===== src/cpu_params.svh =====
`ifndef CPU_PARAMS_SVH
`define CPU_PARAMS_SVH

//////////////////////
// Fetch side
//////////////////////

// The PC starts one word before address 0, so the first request goes to address 0
`define CPU_RESET_ADDR 32'hffff_fffc

`define CPU_INSTR_NOP 32'h0000_0000 // Class 00, opcode 0, add r0 = r0 + r0

`define CPU_STOP_FLUSH 3'd5 // Cycles of NOPs issued before the core reports stopped

//////////////////////
// Memory depths
//////////////////////

`define CPU_IMEM_WORDS 256 // Instruction ROM, in 32-bit words
`define CPU_DMEM_WORDS 64 // Internal data memory, in 32-bit words

`endif

===== src/cpu_pkg.sv =====
`default_nettype none

`include "cpu_params.svh"

package cpu_pkg;

  // Data, address and instruction words all share one width
  typedef logic [31:0] word_t;

  typedef logic [2:0] reg_idx_t; // Eight architectural registers, r0 reads as zero

  // Word index into the data memory, low bits of ra + imm
  typedef logic [$clog2(`CPU_DMEM_WORDS)-1:0] dmem_addr_t;

  // Top two bits of every instruction
  typedef enum logic [1:0] {
    alu      = 2'b00, // Register writes, never stalls fetch
    branch   = 2'b01, // Stalls until the target is resolved
    mem      = 2'b10, // Loads and stores, stall until mem_done
    reserved = 2'b11 // Executes as a NOP
  } instr_class_t;

  // Execute unit sequencing for memory instructions
  typedef enum logic [1:0] {
    idle,       // Accepting a new instruction every cycle
    mem_access, // Data memory read or write
    mem_done    // Load write-back, store strobe and stall release
  } exec_state_t;

endpackage

`default_nettype wire


===== src/fetch_exec_if.sv =====
`timescale 1ns/1ps
`default_nettype none

//////////////////////
// Fetch to execute
//////////////////////

interface fetch_exec_if
  import cpu_pkg::*;
();

  word_t instr;        // Instruction to execute, or the NOP during a stall
  word_t pc_plus_4;    // Address of the instruction after instr
  word_t branch_pc;    // Resolved branch target
  logic  branch_taken; // Single cycle, only together with stall_clear
  logic  stall_clear;  // Single cycle, releases the fetch stall

  modport fetch (output instr, pc_plus_4, input branch_pc, branch_taken, stall_clear);
  modport exec (input instr, pc_plus_4, output branch_pc, branch_taken, stall_clear);

endinterface

//////////////////////
// Instruction memory
//////////////////////

// The word requested in one cycle comes back in the next
interface imem_if
  import cpu_pkg::*;
();

  word_t fetch_addr; // Byte address, word aligned
  word_t fetch_data; // Registered ROM output

  modport fetch (output fetch_addr, input fetch_data);
  modport memory (input fetch_addr, output fetch_data);

endinterface

`default_nettype wire


===== src/fetch_unit.sv =====
`timescale 1ns/1ps
`default_nettype none

`include "cpu_params.svh"

module fetch_unit
  import cpu_pkg::*;
(
  input  logic        clk,
  input  logic        reset,
  input  logic        run,
  output logic        stopped,
  imem_if.fetch       imem,
  fetch_exec_if.fetch fx
);

  word_t        pc;          // Address of the instruction now presented
  word_t        next_pc;
  logic         fetch_valid; // Low for the first cycle out of reset
  logic         stalled;     // A branch or memory instruction is in flight
  logic         stalling;
  logic         stopping;    // Draining towards stopped
  logic [2:0]   stop_ctr;
  instr_class_t cur_class;

  //////////////////////
  // Next PC
  //////////////////////

  // PC relative targets are taken from here, not from the PC itself
  assign fx.pc_plus_4 = pc + 32'd4;

  assign next_pc = fx.branch_taken ? fx.branch_pc : fx.pc_plus_4; // Target only on a clear

  //////////////////////
  // Partial decode
  //////////////////////

  // During a stall or a drain the back end sees NOPs only
  assign fx.instr = (stalled || stopping || !fetch_valid) ? `CPU_INSTR_NOP : imem.fetch_data;

  assign cur_class = instr_class_t'(fx.instr[31:30]);

  // Branches and memory instructions hold fetch until the back end is done with them
  assign stalling = ((cur_class == branch) || (cur_class == mem) || stalled) &&
                    !fx.stall_clear;

  // Keep requesting the current PC while held, so the word is ready on resume
  assign imem.fetch_addr = (stalling || stopping || !run) ? pc : next_pc;

  //////////////////////
  // PC register
  //////////////////////

  always_ff @(posedge clk) begin
    if (reset) begin
      pc <= `CPU_RESET_ADDR;
    end else if (!stalling && !stopping) begin
      pc <= next_pc; // Also takes the branch target in the stall_clear cycle
    end
  end

  // Out of reset the ROM still shows whatever was addressed during reset
  always_ff @(posedge clk) begin
    if (reset) begin
      fetch_valid <= 1'b0;
    end else begin
      fetch_valid <= 1'b1;
    end
  end

  //////////////////////
  // Stall and stop
  //////////////////////

  always_ff @(posedge clk) begin
    if (reset) begin
      stalled  <= 1'b0;
      stopping <= 1'b0;
      stopped  <= 1'b0;
      stop_ctr <= `CPU_STOP_FLUSH;
    end else begin
      if (stalling) begin
        stalled <= 1'b1;
      end else if (fx.stall_clear) begin
        stalled <= 1'b0;
      end

      if (run) begin
        // Resume at the held PC on the next edge
        stopping <= 1'b0;
        stopped  <= 1'b0;
        stop_ctr <= `CPU_STOP_FLUSH;
      end else begin
        if (!stalling) begin
          stopping <= 1'b1; // Never stop in the middle of a branch or a memory access
        end
        if (stopping && (stop_ctr != 3'd0) && !stalling) begin
          stop_ctr <= stop_ctr - 3'd1; // Let earlier instructions leave the pipeline
        end
        if (stop_ctr == 3'd0) begin
          stopped <= 1'b1;
        end
      end
    end
  end

  // The back end only releases a stall that fetch is actually holding
  a_clear_needs_stall: assert property (@(posedge clk) disable iff (reset)
    fx.stall_clear |-> stalled)
    else $error("fetch_unit: stall_clear without a stall");

  // Once stopped, nothing but NOPs reaches the execute unit
  a_stopped_nop: assert property (@(posedge clk) disable iff (reset)
    stopped |-> (fx.instr == `CPU_INSTR_NOP))
    else $error("fetch_unit: instruction issued while stopped");

endmodule

`default_nettype wire


===== src/flat_wrapper.sv =====
// flat-port wrapper written by rule: the top's interface ports become plain ports
module fetch_unit_flat import cpu_pkg::*;
  (clk, reset, run, stopped, imem_fetch_addr, imem_fetch_data, fx_instr, fx_pc_plus_4, fx_branch_pc, fx_branch_taken, fx_stall_clear);
  imem_if imem_i ();
  fetch_exec_if fx_i ();
  input  logic clk;
  input  logic reset;
  input  logic run;
  output logic stopped;
  output wire logic [$bits(imem_i.fetch_addr)-1:0] imem_fetch_addr;
  input wire logic [$bits(imem_i.fetch_data)-1:0] imem_fetch_data;
  output wire logic [$bits(fx_i.instr)-1:0] fx_instr;
  output wire logic [$bits(fx_i.pc_plus_4)-1:0] fx_pc_plus_4;
  input wire logic [$bits(fx_i.branch_pc)-1:0] fx_branch_pc;
  input wire logic [$bits(fx_i.branch_taken)-1:0] fx_branch_taken;
  input wire logic [$bits(fx_i.stall_clear)-1:0] fx_stall_clear;
  assign imem_fetch_addr = imem_i.fetch_addr;
  assign imem_i.fetch_data = imem_fetch_data;
  assign fx_instr = fx_i.instr;
  assign fx_pc_plus_4 = fx_i.pc_plus_4;
  assign fx_i.branch_pc = fx_branch_pc;
  assign fx_i.branch_taken = fx_branch_taken;
  assign fx_i.stall_clear = fx_stall_clear;
  fetch_unit u_core (.clk(clk), .reset(reset), .run(run), .stopped(stopped), .imem(imem_i), .fx(fx_i));
endmodule

===== config.mk =====
export PLATFORM = sky130hd
export DESIGN_NAME = fetch_unit_flat
export DESIGN_NICKNAME = d
export VERILOG_FILES = /design/src/cpu_pkg.sv /design/src/fetch_exec_if.sv /design/src/fetch_unit.sv /design/src/flat_wrapper.sv
export VERILOG_INCLUDE_DIRS = /design/src
export SDC_FILE = /design/constraint.sdc
export NUM_CORES = 1
export LEC_CHECK = 0
export ABC_AREA = 1
export BUFFER_PORTS_ARGS = -buffer_cell sky130_fd_sc_hd__buf_2
export CORE_AREA = 2 2 86 88
export DETAILED_ROUTE_END_ITERATION = 16
export DIE_AREA = 0 0 88 90
export HOLD_SLACK_MARGIN = 0.15
export PLACE_DENSITY = 0.85
export SLEW_MARGIN = 20
export SYNTH_ARGS = -nofsm -noshare
export SYNTH_HDL_FRONTEND = slang
export SYNTH_SLANG_ARGS = --single-unit

===== constraint.sdc =====
create_clock -name clk -period 2.9 [get_ports clk]
set_clock_uncertainty 0.05 [all_clocks]
set_input_delay 0.58 -clock clk [delete_from_list [all_inputs] [get_ports clk]]
set_output_delay 0.58 -clock clk [all_outputs]
set_load 0.05 [all_outputs]

==> results of run 1 <==
## report_power, final
part | internal, mW | leakage (nW) | switching [mW]
Clock | 0.217 | 0.0515 | 0.198
Sequential | 0.593 | 0.323 | 0.0796
Combinational | 0.383 | 2.37 | 1.13
## registers in the layout, indices dropped and copies added (netlist names)
name / flops
u_core.fetch_valid: 1
u_core.stalled: 1
u_core.stop_ctr: 3
u_core.stopped: 1
u_core.stopping: 1
u_core.pc: 32
## through the flow
step | power [mW] | area, sq um
after global routing | 2.76 | 4540
final | 2.60 | 4540
after floorplan | 1.81 | 3480
after CTS | 2.57 | 4480
after detailed placement | 2.15 | 4370
after global placement | 2.13 | 4370
## final cells by class
cell class                 count  area share [%]
timing repair buffer         177            21.0
inverter                      70            5.78
tap                           99            2.73
sequential                    39            17.4
multi-input combinational    515            50.9
clock buffer                   8            2.20
## timing repair
action,in CTS,in global routing
endpoints found under the setup margin,5,28
pin swaps,0,2
buffers inserted,0,4
gates cloned,0,0
resized for setup,6,16
## path summary, 6_finish.rpt
check / end / slack (ns) / depth (start not counted)
worst max-delay path: imem_fetch_addr[13] / 0.16 / 11
worst min-delay path: u_core.stop_ctr[0]$_SDFFE_PP1P_ / 0.42 / 2
worst max register to register: u_core.pc[26]$_SDFFE_PP1P_ / 1.15 / 10
worst min register to register: u_core.stop_ctr[0]$_SDFFE_PP1P_ / 0.42 / 2
## cells in the mapped netlist, types with 9 or more instances
library cell / n
buf_2: 11
clkbuf_1: 10
dfxtp_1: 39
nor2_1: 75
nand2_1: 273
and2_1: 11
inv_1: 69
a21oi_1: 22
nand3_1: 71
or2_2: 9
o21ai_0: 18
## per-layer routing
layer | global-route usage (%) | part of all wire [%] | up-vias
met5 | 0 | 0 | -
met1 | 39.5 | 46 | 1974
met2 | 45.5 | 47 | 160
li1 | - | - | 2315
met4 | 7.18 | 1.7 | 0
met3 | 4.59 | 6.1 | 18
## worst max-delay path, stage by stage (launching register included)
cell and delay, ns:
dfxtp_1 0.40, nand2_2 0.13, nor2_4 0.18, nand2_1 0.11
nor2_2 0.18, nand2_1 0.07, nand2_1 0.11, nand2_1 0.07
nand2_1 0.10, nand2_1 0.06, o21ai_0 0.14, buf_4 0.26
## cells by family (layout without fill, tap and decap cells)
kind of cell	Yosys count	in the layout	synth area share, %
xor gates and xnor gates	7	7	1.77
and+or+nand+nor	462	462	56.5
adders and majority gates	3	3	1.09
DFF	39	39	22.6
AOI/OAI and AO/OA	43	43	6.37
buffers and inverters	98	255	11.7
==> reports/results.tsv, run 1 <==
stage	metric	value	unit
outcome	status	finished, final reports clean	
finish	drive_gt1_share	27.8	%
critical_path	crit_path_max_fanout	5	
global_routing	grt_pass1_vias	3919	
synthesis	ys_seq_area_share	22.6	%
die	io_pins	166	
critical_path	arrival	2.11	ns
routing	drc	0	
critical_path	start_kind	flip-flop	
critical_path	crit_type	flip-flop to output port	
synthesis	synth-edff-count	0	
global_routing	antenna_found_initial	0	
die	rows	31	
finish	area_delta_synth_final	31.4	%
synthesis	yosysTopAreaCell	nand2_1	
place	dp_hpwl	8730	um
timing	rsz0062_at_grt	false	
synthesis	synthDistinctLibCells	25	
timing	fin_crit_sh	94.3	%
synthesis	ys_ff_latch	39	
place	gp_congestion	0.874	
global_routing	grt_max_degree	39	
clock_tree	cts_root_buffer	clkbuf_8	
power	leakage	2.75	nW
finish	antennaDiodeCount	0	
finish	fillers	702	
power	p_per_area	571	nW/um^2
finish	final_common_cell	nand2_1	
critical_path	crit_start	u_core.pc[5]$_SDFFE_PP1P_	
run	cap_viol_max_count	0	
timing	finalSetupViolations	0	
clock_tree	cts.sink_count	39	
timing	post-route-min-period	2.74	ns
routing	drt_iter0_markers	291	
synthesis	yosys.area.top_type_share	29.6	%
synthesis	synthArstFlopShare	0	%
synthesis	syn_inst	652	
die	die_area	7920	sq um
critical_path	required	2.27	ns
critical_path	endpoint_kind	output port	
die	start_util	49.3	%
timing	holdWs	0.419	ns
synthesis	synth_flop_cell	dfxtp_1	
die	core	7020	sq um
critical_path	r2r_start	u_core.pc[3]$_SDFFE_PP1P_	
timing	hold_violations	0	
place	dpl.cell_count	896	
global_routing	grt_overflow	0	
clock_tree	clockBufferDepth	2	
finish	regArea	790	sq um
finish	multiInputGateArea	2310	sq um
routing	drtPass1Iterations	5	
routing	wl	11300	um
finish	finalNetCount	880	
global_routing	gr-usage-all-layers	28.4	%
clock_tree	cts_tree	done	
global_routing	grt_pass1_wl	18300	um
synthesis	synth_area_per_cell	5.31	sq um
die	die_w	88	um
routing	vias	4467	
clock_tree	htreeDepth	2	
clock_tree	cts_hold_buf	0	
finish	layoutNonFillerInstCount	908	
timing	setup_tns	0	ns
die	die-height	90	um
timing	fmax	366	MHz
timing	setup_ws	0.165	ns
clock_tree	clock_latency	0.30	ns
routing	wire_per_inst	12.5	um
finish	final_cell_mix	273 x nand2_1, 157 x buf_2, 73 x nor2_1, 71 x nand3_1, 69 x inv_1	
synthesis	synth_area_leaders	nand2_1 30%, dfxtp_1 23%, nand3_1 10%	
synthesis	syn-cell-area	3460	sq um
hold_path	hp-class	flip-flop to flip-flop	
synthesis	ys_warn_count	0	
power	peakVddDrop	0.000257	V
routing	ant_nets	0	
place	portBuffers	165	
timing	worst_pin_slew	0.518	ns
timing	maxSlewHeadroom	65.5	%
finish	postLayoutCoreUtil	64.7	%
routing	vias_per_cell	4.92	
clock_tree	cts_buffers	5	
place	place_ws	0.162	ns
clock_tree	clkSlewWorstSetupHoldPaths	0.08	ns
timing	maxSlewViolCount	0	
hold_path	hp-start	u_core.stop_ctr[0]$_SDFFE_PP1P_	
synthesis	synthesis.nets	724	
No activity file was read; power rests on OpenSTA's default activity.
==> run 2: changes to the inputs <==
--- a/config.mk
+++ b/config.mk
@@ -14,5 +14,4 @@
 export HOLD_SLACK_MARGIN = 0.15
 export PLACE_DENSITY = 0.85
-export SLEW_MARGIN = 20
 export SYNTH_ARGS = -nofsm -noshare
 export SYNTH_HDL_FRONTEND = slang
--- a/constraint.sdc
+++ b/constraint.sdc
@@ -3,3 +3,3 @@
 set_input_delay 0.58 -clock clk [delete_from_list [all_inputs] [get_ports clk]]
 set_output_delay 0.58 -clock clk [all_outputs]
-set_load 0.05 [all_outputs]
+set_load 0.01 [all_outputs]
==> run 2 against run 1 <==
Against the previous run: worst setup slack gained 0.039 ns; clock-buffer cell count shrank 2; sequential share of layout area grew 0.26 points; combinational power shrank 37%; sequential power is essentially flat; routed wire length shrank 2.4%; register-to-register slack is essentially flat; critical path depth is the same; flip-flop and latch count is the same; largest cell class unchanged.
==> reports/results.tsv, run 2 (synthesis gave the netlist of run 1 again) <==
stage	metric	value	unit
outcome	status	finished, final reports clean	
clock_tree	cts_root_buffer	clkbuf_8	
die	start_util	49.3	%
timing	hold_violations	0	
hold_path	hp-class	flip-flop to flip-flop	
timing	post-route-min-period	2.70	ns
timing	holdWs	0.418	ns
routing	ant_nets	0	
global_routing	grt_max_degree	39	
critical_path	critPathSlowestCell	dfxtp_1	
critical_path	crit_family	simple AND/OR/NAND/NOR gates	
clock_tree	post_cts_buffers	0	
clock_tree	cts_tree	done	
routing	drt_iter0_markers	240	
die	io_pins	166	
timing	worst_pin_slew	0.984	ns
finish	fillers	696	
global_routing	grt-busiest-layer	met2	
power	leakage	2.71	nW
finish	final_common_cell	nand2_1	
global_routing	antenna_found_initial	0	
routing	vias_per_cell	4.93	
place	dpl.cell_count	895	
clock_tree	cts_hold_buf	0	
clock_tree	cts_resized	0	
finish	layoutNonFillerInstCount	903	
place	portBuffers	165	
die	rows	31	
clock_tree	cts.sink_count	39	
power	p_per_area	473	nW/um^2
critical_path	crit_buf_inv	1	
critical_path	r2r_slack	1.16	ns
critical_path	r2r_cells	10	
timing	maxSlewHeadroom	34.2	%
timing	setup_tns	0	ns
place	gp_congestion	0.956	
clock_tree	clkSlewWorstSetupHoldPaths	0.08	ns
die	die_w	88	um
critical_path	r2r_start	u_core.pc[3]$_SDFFE_PP1P_	
hold_path	hp-start	u_core.stop_ctr[0]$_SDFFE_PP1P_	
global_routing	grt_overflow	0	
finish	regMostFlops	u_core.pc	
global_routing	grt_pass1_vias	4025	
finish	finalNetCount	875	
timing	maxSlewViolCount	0	
routing	vias	4453	
clock_tree	htreeDepth	2	
timing	rsz0062_at_grt	false	
routing	drtPass1Iterations	5	
timing	fmax	371	MHz
finish	drive_gt1_share	26.5	%
die	die-height	90	um
finish	antennaDiodeCount	0	
run	cap_viol_max_count	0	
clock_tree	clockBufferDepth	2	
timing	fin_crit_sh	93.0	%
critical_path	slowest_delay	0.43	ns
critical_path	arrival	2.07	ns
critical_path	crit_chain	nand2_1 > nor2_1 > nand2_1 > nor2_1 > nand2_1 > nand2_1 > nand2_1 > nand2_1 > nand2_1 > o21ai_0 > buf_2	
routing	wire_per_inst	12.2	um
critical_path	start_kind	flip-flop	
global_routing	gr-usage-all-layers	28.3	%
global_routing	met2_usage	45.3	%
clock_tree	cts_buffers	5	
critical_path	required	2.27	ns
global_routing	grtUsageMet1	39.0	%
critical_path	endpoint_kind	output port	
finish	area_delta_synth_final	28.6	%
critical_path	crit_type	flip-flop to output port	
die	core	7020	sq um
power	peakVddDrop	0.000260	V
routing	drc	0	
critical_path	reg2reg_to	u_core.pc[26]$_SDFFE_PP1P_	
critical_path	crit_path_max_fanout	6	
hold_path	holdPathEnd	u_core.stop_ctr[0]$_SDFFE_PP1P_	
place	dp_hpwl	8470	um
die	die_area	7920	sq um
routing	wl	11000	um
critical_path	crit_top_cell	nand2_1	
finish	largest_reg_flops	32	
finish	final_cell_mix	273 x nand2_1, 165 x buf_2, 74 x nor2_1, 71 x nand3_1, 69 x inv_1	
clock_tree	clock_latency	0.30	ns
timing	finalSetupViolations	0	
finish	top_regs	u_core.pc (32), u_core.stop_ctr (3)	
global_routing	grt_util_met3	3.12	%
hold_path	holdPathStages	2	
global_routing	grt_pass1_wl	18200	um
==> run 2: cell types whose count changed in the layout (fill, tap and decap cells not counted), moves of 2 or more <==
cell      previous run  this run
dfxtp_2              7         3
buf_2              157       165
buf_6                2         0
buf_4               13         7
xor2_2               3         0
xor2_1               4         7
clkbuf_4             4         0
dfxtp_1             32        36
==> run 2: worst max-delay path by stage <==
stage | startpoint | to | cells after the start
finish | u_core.pc[12]$_SDFFE_PP1P_ | imem_fetch_addr[15] | 11
global route | u_core.pc[12]$_SDFFE_PP1P_ | imem_fetch_addr[15] | 11
CTS | u_core.pc[3]$_SDFFE_PP1P_ | imem_fetch_addr[14] | 12
detailed placement | imem_fetch_data[30] | imem_fetch_addr[10] | 11
global placement | imem_fetch_data[30] | imem_fetch_addr[16] | 11
floorplan | u_core.pc[3]$_SDFFE_PP1P_ | imem_fetch_addr[10] | 9
==> run 2: through the flow <==
step	area, sq um	util, %	power, mW	setup WS [ns]
after floorplan	3460	-	1.29	0.690
after global placement	4320	61.6	1.59	0.469
after detailed placement	4320	61.6	1.62	0.403
after CTS	4440	63.3	2.10	0.0555
after global routing	4450	63.4	2.26	0.0000200
final	4450	63.4	2.10	0.203
==> run 2: cell type report <==
class	instances	area, sq um	area share, %
Clock inverter	2	35.0	0.787
Timing Repair Buffer	172	878	19.7
Inverter	70	263	5.91
Sequential cell	39	785	17.6
Clock buffer	6	82.6	1.86
Tap cell	99	124	2.78
Multi-Input combinational cell	515	2280	51.3
==> run 2: layer usage <==
metal / share of wire, % / up-vias
li1: - / 2298
met1: 44 / 1959
met2: 47 / 176
met3: 7.2 / 20
met4: 1.9 / 0
met5: 0 / -
==> run 2: power by group <==
part	internal, mW	total [mW]	switching, mW
combinational	0.353	0.948	0.595
sequential	0.592	0.671	0.0790
clock	0.279	0.484	0.205
total	1.22	2.10	0.880
==> run 2: worst min-delay path: stages, from the launching register on <==
cell	delay, ns
dfxtp_1	0.33
nand2_1	0.05
nand3_1	0.06
==> run 3: changes to the inputs <==
PLACE_DENSITY = 0.93   (was 0.85)
==> run 3 against run 2 <==
Against the previous run: global-route usage decreased by 0.92 points; routed wire length decreased by 3.5%; final cell count grew 0.44%; utilization increased by 0.61 points; power rose by 0.28%; largest cell class unchanged.
==> reports/results.tsv, run 3 (synthesis gave the netlist of run 1 again) <==
stage	metric	value	unit
routing	ant_nets	0	
run	cap_viol_max_count	0	
finish	top_regs	u_core.pc (32), u_core.stop_ctr (3)	
critical_path	endpoint_kind	output port	
hold_path	hp-class	flip-flop to flip-flop	
critical_path	arrival	2.10	ns
die	die-height	90	um
timing	post-route-min-period	2.73	ns
clock_tree	cts_buffers	5	
finish	final_cell_mix	273 x nand2_1, 165 x buf_2, 73 x nor2_1, 71 x nand3_1, 69 x inv_1	
die	die_area	7920	sq um
clock_tree	clockBufferDepth	2	
critical_path	r2r_start	u_core.pc[3]$_SDFFE_PP1P_	
power	power.total	2.11	mW
global_routing	grt_overflow	0	
global_routing	grt_pass1_vias	3925	
clock_tree	cts_root_buffer	clkbuf_8	
timing	finalSetupViolations	0	
timing	maxSlewHeadroom	36.8	%
power	peakVddDrop	0.000216	V
timing	setup_tns	0	ns
critical_path	r2r_slack	1.14	ns
timing	setup_ws	0.167	ns
place	gp_congestion	0.899	
timing	rsz0062_at_grt	false	
critical_path	required	2.27	ns
routing	drtPass1Iterations	6	
critical_path	crit_path_max_fanout	6	
routing	wl	10700	um
critical_path	start_kind	flip-flop	
place	dp_hpwl	8170	um
hold_path	holdPathEnd	u_core.stop_ctr[2]$_SDFFE_PP1P_	
die	rows	31	
outcome	status	finished, final reports clean	
critical_path	crit_start	u_core.pc[3]$_SDFFE_PP1P_	
place	portBuffers	165	
global_routing	antenna_found_initial	0	
hold_path	hp-start	u_core.stop_ctr[2]$_SDFFE_PP1P_	
timing	fmax	366	MHz
power	p_per_area	469	nW/um^2
finish	largest_reg_flops	32	
clock_tree	htreeDepth	2	
place	place_ws	0.300	ns
routing	vias	4431	
routing	drc	0	
critical_path	r2r_cells	10	
finish	antennaDiodeCount	0	
power	leakage	2.74	nW
critical_path	crit_type	flip-flop to output port	
finish	final_common_cell	nand2_1	
finish	regMostFlops	u_core.pc	
critical_path	reg2reg_to	u_core.pc[26]$_SDFFE_PP1P_	
global_routing	grt_pass1_wl	17700	um
finish	finalNetCount	879	
routing	drt_iter0_markers	374	
finish	drive_gt1_share	26.9	%
routing	vias_per_cell	4.89	
global_routing	gr-usage-all-layers	27.3	%
clock_tree	cts_hold_buf	0	
routing	wire_per_inst	11.7	um
timing	fin_crit_sh	94.2	%
timing	hold_violations	0	
die	start_util	49.3	%
clock_tree	cts_tree	done	
finish	fillers	678	
clock_tree	clkSlewWorstSetupHoldPaths	0.08	ns
clock_tree	clock_latency	0.30	ns
die	io_pins	166	
timing	worst_pin_slew	0.946	ns
die	die_w	88	um
clock_tree	cts.sink_count	39	
die	core	7020	sq um
timing	maxSlewViolCount	0	
hold_path	holdPathStages	2	
finish	area_delta_synth_final	29.8	%
global_routing	grt_max_degree	33	
-- run 3: changes by cell type in the layout (fill, tap and decap cells not counted), sizes merged --
cell	delta
buf	+4
-- run 3: where the power goes --
part | switching, mW | internal [mW]
logic | 0.593 | 0.361
clock network | 0.205 | 0.278
registers | 0.0798 | 0.591
total | 0.877 | 1.23
-- run 3: how the worst max path moves through the flow --
stage | end | cells past startpoint | slack [ns]
3_5_place_dp | imem_fetch_addr[27] | 11 | 0.30
4_1_cts | imem_fetch_addr[14] | 12 | 0.05
5_1_grt | imem_fetch_addr[26] | 12 | 0.02
6_report | imem_fetch_addr[14] | 12 | 0.17
2_1_floorplan | imem_fetch_addr[10] | 9 | 0.69
3_3_place_gp | imem_fetch_addr[22] | 11 | 0.33
-- run 3: stage by stage --
stage	cell area, sq um	utilization [%]	std cells	hold slack [ns]
6_report	4490	64.0	907	0.413
3_3_place_gp	4350	62.0	897	0.391
3_5_place_dp	4350	62.0	897	0.396
2_1_floorplan	3460	-	652	0.379
4_1_cts	4470	63.6	905	0.416
5_1_grt	4490	64.0	907	0.433
-- run 3: cell type report --
cell class / instances / area [sq um] / share of cell area [%]
clock inverters: 2 / 35.0 / 0.780
clock buffers: 6 / 82.6 / 1.84
well taps: 99 / 124 / 2.76
multi-input cells: 515 / 2280 / 50.8
flip-flops and latches: 39 / 785 / 17.5
repair buffers: 176 / 921 / 20.5
inverters: 70 / 263 / 5.85
-- run 3: worst max-delay path, cell delays in order (launching register included) --
cell,delay (ns)
dfxtp_2,0.39
ha_1,0.22
inv_1,0.10
nor2_4,0.20
inv_1,0.07
nor2_2,0.21
nand2_1,0.11
nand2_1,0.09
nand2_1,0.05
nand2_1,0.07
nand2_1,0.05
o21ai_0,0.07
buf_2,0.16
-- run 3: repair_timing --
| action | 4_1_cts | 5_1_grt |
|---|---|---|
| gates resized for setup | 0 | 5 |
| setup endpoints to repair | 0 | 8 |
| buffers inserted | 0 | 2 |
| endpoints found under the hold margin | 0 | 0 |
-- run 3: layer usage --
metal  vias up  global-route usage (%)  share of wire, %
met5         -                       0                 0
met4         0                    8.21               1.6
met3        20                    5.33               8.4
met2       202                    44.3                45
met1      1889                    36.3                45
li1       2320                       -                 -
